==> config.mk <==
export PLATFORM = sky130hd
export DESIGN_NAME = probe_top
export DESIGN_NICKNAME = d
export VERILOG_FILES = /design/src/logic/probe_pkg.sv /design/src/logic/probe_top.sv /design/src/logic/probe_regs.sv /design/src/logic/pin_sampler.sv /design/src/logic/capture_buffer.sv
export SDC_FILE = /design/constraint.sdc
export NUM_CORES = 2
export LEC_CHECK = 0
export ABC_AREA = 1
export BUFFER_PORTS_ARGS = -buffer_cell sky130_fd_sc_hd__buf_2
export CORE_MARGIN = 1.5
export CORE_UTILIZATION = 40
export CTS_CLUSTER_DIAMETER = 50
export CTS_CLUSTER_SIZE = 30
export DETAILED_ROUTE_END_ITERATION = 7
export HOLD_SLACK_MARGIN = 0.12
export SETUP_SLACK_MARGIN = 0.05
export SLEW_MARGIN = 20
export SYNTH_ARGS = -nofsm -noshare
export SYNTH_HDL_FRONTEND = slang
export SYNTH_HIERARCHICAL = 1
export SYNTH_SLANG_ARGS = --single-unit
export TNS_END_PERCENT = 10
==> constraint.sdc <==
create_clock -name mai -period 8.1 [get_ports mai]
set_input_delay 1.62 -clock mai [delete_from_list [all_inputs] [get_ports mai]]
set_output_delay 1.62 -clock mai [all_outputs]
set_load 0.01 [all_outputs]
==> src/logic/probe_pkg.sv <==
`default_nettype none

package probe_pkg;

	// host port and sampler widths
	localparam int ADDR_W = 8;
	localparam int DATA_W = 8;
	localparam int DIV_W  = 24;
	localparam int SEL_W  = 8;

	// register offsets on the host port
	localparam logic [ADDR_W-1:0] REG_PIN_SEL0  = 8'h00;
	localparam logic [ADDR_W-1:0] REG_DATA      = 8'h01;
	localparam logic [ADDR_W-1:0] REG_IDX_RESET = 8'h02;
	localparam logic [ADDR_W-1:0] REG_ARM       = 8'h03;
	localparam logic [ADDR_W-1:0] REG_PIN_SEL1  = 8'h04;
	localparam logic [ADDR_W-1:0] REG_DIV0      = 8'h05;
	localparam logic [ADDR_W-1:0] REG_DIV1      = 8'h08;
	localparam logic [ADDR_W-1:0] REG_DIV2      = 8'h09;
	localparam logic [ADDR_W-1:0] REG_READY     = 8'h0E;

	// one host access held stable while req is up
	typedef struct packed {
		logic [ADDR_W-1:0] addr;
		logic              wr;
		logic [DATA_W-1:0] wdata;
	} host_req_t;

	typedef struct packed {
		logic [SEL_W-1:0] pin_sel0;
		logic [SEL_W-1:0] pin_sel1;
		logic [DIV_W-1:0] divider;
	} probe_cfg_t;

	// both channels are written together at one byte index
	typedef struct packed {
		logic       we;
		logic [7:0] addr;
		logic [7:0] byte0;
		logic [7:0] byte1;
	} cap_wr_t;

endpackage

`default_nettype wire
==> src/logic/probe_top.sv <==
`timescale 1ns/1ns
`default_nettype none

module probe_top #(
	parameter int PROBE_WIDTH  = 16,
	parameter int SAMPLE_BYTES = 128
) (
	input  logic                         mai,
	input  logic                         voltage_idx_reset,
	input  logic                         req,
	input  probe_pkg::host_req_t         host_in,
	output logic                         ack,
	output logic [probe_pkg::DATA_W-1:0] rdata,
	input  logic [PROBE_WIDTH-1:0]       probe_pins
);
	import probe_pkg::*;

	probe_cfg_t        cfg;
	logic              arm;
	logic              ready;
	cap_wr_t           cap_wr;
	logic [7:0]        rd_index;
	logic [DATA_W-1:0] rd_byte;

	// host registers and readback
	probe_regs u_regs (
		.mai               (mai),
		.voltage_idx_reset (voltage_idx_reset),
		.req               (req),
		.host_in           (host_in),
		.ack               (ack),
		.rdata             (rdata),
		.cfg               (cfg),
		.arm               (arm),
		.ready             (ready),
		.rd_index          (rd_index),
		.rd_byte           (rd_byte)
	);

	pin_sampler #(
		.PROBE_WIDTH  (PROBE_WIDTH),
		.SAMPLE_BYTES (SAMPLE_BYTES)
	) u_sampler (
		.mai               (mai),
		.voltage_idx_reset (voltage_idx_reset),
		.cfg               (cfg),
		.arm               (arm),
		.probe_pins        (probe_pins),
		.wr                (cap_wr),
		.ready             (ready)
	);

	// written by the sampler, read through the data register
	capture_buffer #(
		.SAMPLE_BYTES (SAMPLE_BYTES)
	) u_buffer (
		.mai      (mai),
		.wr       (cap_wr),
		.rd_index (rd_index),
		.rd_byte  (rd_byte)
	);

endmodule

`default_nettype wire

==> src/logic/probe_regs.sv <==
`timescale 1ns/1ns
`default_nettype none

module probe_regs (
	input  logic                         mai,
	input  logic                         voltage_idx_reset,
	input  logic                         req,
	input  probe_pkg::host_req_t         host_in,
	output logic                         ack,
	output logic [probe_pkg::DATA_W-1:0] rdata,
	output probe_pkg::probe_cfg_t        cfg,
	output logic                         arm,
	input  logic                         ready,
	output logic [7:0]                   rd_index,
	input  logic [probe_pkg::DATA_W-1:0] rd_byte
);
	import probe_pkg::*;

	// four-phase handshake, two wait states before ack
	typedef enum logic [2:0] {
		ST_IDLE,
		ST_WAIT1,
		ST_WAIT2,
		ST_ACK,
		ST_DROP
	} hs_state_t;

	hs_state_t         state;
	logic              access;
	logic              is_wr;
	logic              is_rd;
	logic [DATA_W-1:0] rd_mux;

	// access fires on the edge where ack rises
	assign access = (state == ST_WAIT2);
	assign is_wr  = access && host_in.wr;
	assign is_rd  = access && !host_in.wr;
	assign ack    = (state == ST_ACK) || (state == ST_DROP);
	assign arm    = is_wr && (host_in.addr == REG_ARM);

	always_ff @(posedge mai) begin
		if (voltage_idx_reset) begin
			state <= ST_IDLE;
		end else begin
			case (state)
				ST_IDLE:  if (req) state <= ST_WAIT1;
				ST_WAIT1: state <= ST_WAIT2;
				ST_WAIT2: state <= ST_ACK;
				ST_ACK:   if (!req) state <= ST_DROP;
				ST_DROP:  state <= ST_IDLE;
				default:  state <= ST_IDLE;
			endcase
		end
	end

	// pin selects and divider bytes
	always_ff @(posedge mai) begin
		if (voltage_idx_reset) begin
			cfg.pin_sel0 <= '0;
			cfg.pin_sel1 <= SEL_W'(2);
			cfg.divider  <= '0;
		end else if (is_wr) begin
			case (host_in.addr)
				REG_PIN_SEL0: cfg.pin_sel0 <= host_in.wdata;
				REG_PIN_SEL1: cfg.pin_sel1 <= host_in.wdata;
				REG_DIV0:     cfg.divider[7:0] <= host_in.wdata;
				REG_DIV1:     cfg.divider[15:8] <= host_in.wdata;
				REG_DIV2:     cfg.divider[23:16] <= host_in.wdata;
				default:      ;
			endcase
		end
	end

	// read index, auto-increments on each data read and wraps at 255
	always_ff @(posedge mai) begin
		if (voltage_idx_reset) begin
			rd_index <= '0;
		end else if (is_wr && (host_in.addr == REG_IDX_RESET)) begin
			rd_index <= '0;
		end else if (is_rd && (host_in.addr == REG_DATA)) begin
			rd_index <= rd_index + 8'd1;
		end
	end

	always_comb begin
		case (host_in.addr)
			REG_PIN_SEL0: rd_mux = cfg.pin_sel0;
			REG_PIN_SEL1: rd_mux = cfg.pin_sel1;
			REG_DIV0:     rd_mux = cfg.divider[7:0];
			REG_DIV1:     rd_mux = cfg.divider[15:8];
			REG_DIV2:     rd_mux = cfg.divider[23:16];
			REG_READY:    rd_mux = {{(DATA_W - 1){1'b0}}, ready};
			// buffer output already reflects the current index
			REG_DATA:     rd_mux = rd_byte;
			default:      rd_mux = '0;
		endcase
	end

	always_ff @(posedge mai) begin
		if (voltage_idx_reset) begin
			rdata <= '0;
		end else if (is_rd) begin
			rdata <= rd_mux;
		end
	end

endmodule

`default_nettype wire

==> src/logic/pin_sampler.sv <==
`timescale 1ns/1ns
`default_nettype none

module pin_sampler #(
	parameter int PROBE_WIDTH  = 16,
	parameter int SAMPLE_BYTES = 128
) (
	input  logic                  mai,
	input  logic                  voltage_idx_reset,
	input  probe_pkg::probe_cfg_t cfg,
	input  logic                  arm,
	input  logic [PROBE_WIDTH-1:0] probe_pins,
	output probe_pkg::cap_wr_t    wr,
	output logic                  ready
);
	import probe_pkg::*;

	localparam int         PIN_SPACE = 2 ** SEL_W;
	localparam logic [7:0] LAST_BYTE = 8'(SAMPLE_BYTES - 1);

	// pins beyond PROBE_WIDTH read as 0
	logic [PIN_SPACE-1:0] pins_ext;
	logic                 pin0;
	logic                 pin1;

	logic             capturing;
	logic [DIV_W-1:0] div_cnt;
	logic [2:0]       bit_cnt;
	logic [7:0]       byte_addr;
	logic             tick;
	logic             store;

	logic [7:0] shift0;
	logic [7:0] shift1;
	logic       wr_we;
	logic [7:0] wr_addr;
	logic [7:0] wr_byte0;
	logic [7:0] wr_byte1;

	assign pins_ext = PIN_SPACE'(probe_pins);
	assign pin0     = pins_ext[cfg.pin_sel0];
	assign pin1     = pins_ext[cfg.pin_sel1];

	// >= keeps the tick alive if the divider shrinks mid-capture
	assign tick  = capturing && (div_cnt >= cfg.divider);
	assign store = tick && (bit_cnt == 3'd7);

	always_ff @(posedge mai) begin
		if (voltage_idx_reset) begin
			capturing <= 1'b0;
			ready     <= 1'b0;
			div_cnt   <= '0;
			bit_cnt   <= '0;
			byte_addr <= '0;
			wr_we     <= 1'b0;
		end else if (arm) begin
			// restart from scratch, even mid-capture
			capturing <= 1'b1;
			ready     <= 1'b0;
			div_cnt   <= '0;
			bit_cnt   <= '0;
			byte_addr <= '0;
			wr_we     <= 1'b0;
		end else begin
			wr_we <= store;
			if (capturing) begin
				div_cnt <= tick ? '0 : div_cnt + 1'b1;
			end
			if (tick) begin
				bit_cnt <= bit_cnt + 3'd1;
			end
			if (store) begin
				byte_addr <= byte_addr + 8'd1;
				if (byte_addr == LAST_BYTE) begin
					capturing <= 1'b0;
					ready     <= 1'b1;
				end
			end
		end
	end

	// samples enter at the lsb, so the first one ends up in bit 7
	always_ff @(posedge mai) begin
		if (tick) begin
			shift0 <= {shift0[6:0], pin0};
			shift1 <= {shift1[6:0], pin1};
		end
		if (store) begin
			wr_addr  <= byte_addr;
			wr_byte0 <= {shift0[6:0], pin0};
			wr_byte1 <= {shift1[6:0], pin1};
		end
	end

	assign wr = '{we: wr_we, addr: wr_addr, byte0: wr_byte0, byte1: wr_byte1};

endmodule

`default_nettype wire

==> src/logic/capture_buffer.sv <==
`timescale 1ns/1ns
`default_nettype none

module capture_buffer #(
	parameter int SAMPLE_BYTES = 128
) (
	input  logic                         mai,
	input  probe_pkg::cap_wr_t           wr,
	input  logic [7:0]                   rd_index,
	output logic [probe_pkg::DATA_W-1:0] rd_byte
);
	import probe_pkg::*;

	localparam int IDX_W = $clog2(SAMPLE_BYTES);

	// one memory per pin channel
	logic [DATA_W-1:0] mem0 [SAMPLE_BYTES];
	logic [DATA_W-1:0] mem1 [SAMPLE_BYTES];

	logic [IDX_W-1:0] wr_entry;
	logic [IDX_W-1:0] rd_entry;
	logic             rd_chan;

	assign wr_entry = wr.addr[IDX_W-1:0];
	assign rd_entry = rd_index[IDX_W-1:0];
	// top index bit picks the channel, channel 0 first
	assign rd_chan  = rd_index[7];

	always_ff @(posedge mai) begin
		if (wr.we) begin
			mem0[wr_entry] <= wr.byte0;
			mem1[wr_entry] <= wr.byte1;
		end
	end

	// registered read, one cycle latency
	always_ff @(posedge mai) begin
		if (rd_chan) begin
			rd_byte <= mem1[rd_entry];
		end else begin
			rd_byte <= mem0[rd_entry];
		end
	end

endmodule

`default_nettype wire

==> results.py <==
metrics = {
    "run_status": {
        "status": "completed",
    },
    "detailed_routing": {
        "drt_iter0_markers": 7415,
        "first_pass_iters": 6,
        "avgRoutedWirePerCell_um": 23.1,
        "vias": 59600,
        "routed_wl_um": 249000,
        "drc": 0,
        "antenna_left": 0,
        "vias_per_cell": 5.53,
    },
    "die": {
        "core-area_um2": 222000,
        "die_w_um": 476,
        "die_area_um2": 227000,
        "fp.dieH_um": 476,
        "io_pins": 45,
        "rows": 173,
        "start_util": 0.403,
    },
    "power": {
        "cellLeakagePower_nw": 34.5,
        "power_w": 0.0223,
        "vdd_ir_drop_max_mv": 0.245,
        "power_density_nw_per_um2": 223,
    },
    "critical_path": {
        "start_kind": "flip-flop",
        "path_cells": "inv_16 -> buf_12 -> nand2_1 -> nand3_1 -> nand3_1 -> nand3_1 -> nand3_1 -> nand3_1 -> nand3_1 -> nand2_1 -> nand2_1 -> nand2_1",
        "r2r-start": "u_regs/rd_index[0]",
        "endpoint_kind": "flip-flop",
        "worstPathMaxFanout": 214,
        "crit_arrival_ns": 5.04,
        "cp.required_ns": 8.84,
        "crit_buf_inv": 2,
        "slowest_delay_ns": 0.88,
        "crit_path_start": "u_regs/rd_index[0]",
        "critPathTopFamily": "simple AND/OR/NAND/NOR gates",
        "path_common_cell": "nand3_1",
        "critical_path_class": "flip-flop to flip-flop",
        "cp_slowest_cell": "dfxtp_4",
    },
    "clock_tree": {
        "cts_hold_buf": 0,
        "ctsResizeCount": 0,
        "cts_buffers": 194,
        "clock-sinks": 2190,
        "cts_tree": "done",
        "clk_pin_slew_ns": 0.08,
        "htree_levels": 4,
        "root_buffer": "clkbuf_16",
        "clockBufferDepth": 3,
        "worstSkewPairLatency_ns": 0.86,
        "post_cts_buffers": 0,
    },
    "yosys": {
        "synth_area_um2": 89500,
        "syn-num-nets": 7733,
        "syn_avg_cell_area_um2": 11.7,
        "yosysWarnings": 6,
        "syn_inst": 7668,
    },
    "timing": {
        "final.min_clock_period_ns": 4.31,
        "slew_violations": 0,
        "fin_skew_ns": 0.0493,
        "fmax_mhz": 232,
        "finalCritPeriodShare": 0.532,
        "grt_setup_unrepaired": "no",
        "setup_tns_ns": 0,
        "worst_slew_pin_slew_ns": 1.27,
        "finalSetupViolCount": 0,
        "relSlewSlack": 0.154,
        "final_hold_viol_count": 0,
    },
    "finish": {
        "fill_cells": 20000,
        "fin_area_um2": 99800,
        "area_delta_synth_final_pct": 11.6,
        "num-nets-final": 7704,
        "drive_gt1_frac": 0.0869,
    },
    "grt": {
        "gr-usage-all-layers": 0.216,
        "antenna_found_initial": 4,
        "grt_pass1_wl_um": 367000,
        "grt_pass1_vias": 55600,
        "grt-ovfl-total": 0,
        "grt_max_degree": 215,
    },
    "place": {
        "io_buffers": 44,
        "placed_area_um2": 92800,
        "gp_congestion": 0.861,
        "dp_hpwl_um": 134000,
    },
    "hold_path": {
        "hp-start": "u_sampler/shift1[5]",
        "hp-class": "flip-flop to flip-flop",
    },
    "job": {
        "maxCapViolations": 0,
    },
}
[cell usage in the layout, fill, tap and decap left out, types with 5 or more instances in the layout]
master,n
a21oi_1,76
buf_12,13
buf_2,44
buf_4,200
bufinv_16,14
clkbuf_1,9
clkbuf_16,197
clkinv_1,9
clkinv_16,5
clkinv_2,13
clkinv_4,17
clkinv_8,21
clkinvlp_4,10
dfxtp_1,100
edfxtp_1,2085
ha_1,29
inv_1,104
inv_12,10
inv_16,6
inv_2,14
inv_6,31
inv_8,29
nand2_1,2258
nand2_2,10
nand3_1,2074
nand4_1,18
nor2_1,249
nor2_2,7
nor2_4,9
nor3_1,15
nor4_2,8
o21ai_0,44
o21ai_1,20
xnor2_1,8
xor2_1,10
[layer usage]
layer | share of wire | vias to the layer above | GRT usage
met5 | 0.00014 | - | 0
met4 | 0.030 | 6 | 0.0670
met3 | 0.082 | 390 | 0.0341
met2 | 0.46 | 2526 | 0.340
met1 | 0.42 | 29600 | 0.307
li1 | - | 27100 | -
[stage by stage]
stage | cells | utilization | hold slack, ns | setup WS [ns]
6_report | 10800 | 0.449 | 0.409 | 3.79
3_3_place_gp | 10400 | 0.417 | 0.406 | 3.72
4_1_cts | 10800 | 0.449 | 0.406 | 3.83
5_1_grt | 10800 | 0.449 | 0.417 | 3.57
2_1_floorplan | 7668 | - | 0.400 | 5.01
3_5_place_dp | 10400 | 0.417 | 0.406 | 3.65
[registers in the layout, summed over array words and instances (netlist names)]
register             flops
u_buffer/mem0         1024
u_buffer/mem1         1024
u_regs/cfg              40
u_sampler/div_cnt       24
u_buffer/rd_byte         8
u_regs/rd_index          8
u_regs/rdata             8
u_sampler/byte_addr      8
u_sampler/wr_byte0       8
u_sampler/wr_byte1       8
u_sampler/shift0         7
u_sampler/shift1         7
u_sampler/wr_addr        7
u_regs/state             3
u_sampler/bit_cnt        3
u_sampler/capturing      1
u_sampler/ready          1
u_sampler/wr_we          1
[power breakdown]
group	switching, W	leakage [nW]	internal (W)	total (W)
registers	0.00000130	19.6	0.0122	0.0122
logic	0.0000401	11.5	0.0000158	0.0000559
clock network	0.00481	3.41	0.00523	0.0100
total	0.00485	34.5	0.0174	0.0223
[final timing paths]
kind                                 to  slack, ns  depth (start not counted)
setup reg to reg    u_buffer/rd_byte[2]       3.79                         12
hold reg to reg   u_sampler/wr_byte1[6]       0.41                          0
hold / removal    u_sampler/wr_byte1[6]       0.41                          0
setup / recovery    u_buffer/rd_byte[2]       3.79                         12
[area by class of cell]
class                   instances  area (µm²)  area share
repair buffers                258        1990      0.0200
well taps                    2975        3720      0.0373
multi-input cells            4871       21800       0.219
diodes                          1        2.50   0.0000251
clock buffers                 208        4990      0.0500
flip-flops and latches       2190       64700       0.648
inverters                     124         503     0.00504
clock inverters               161        2070      0.0207
(Power assumes the default switching activity.)
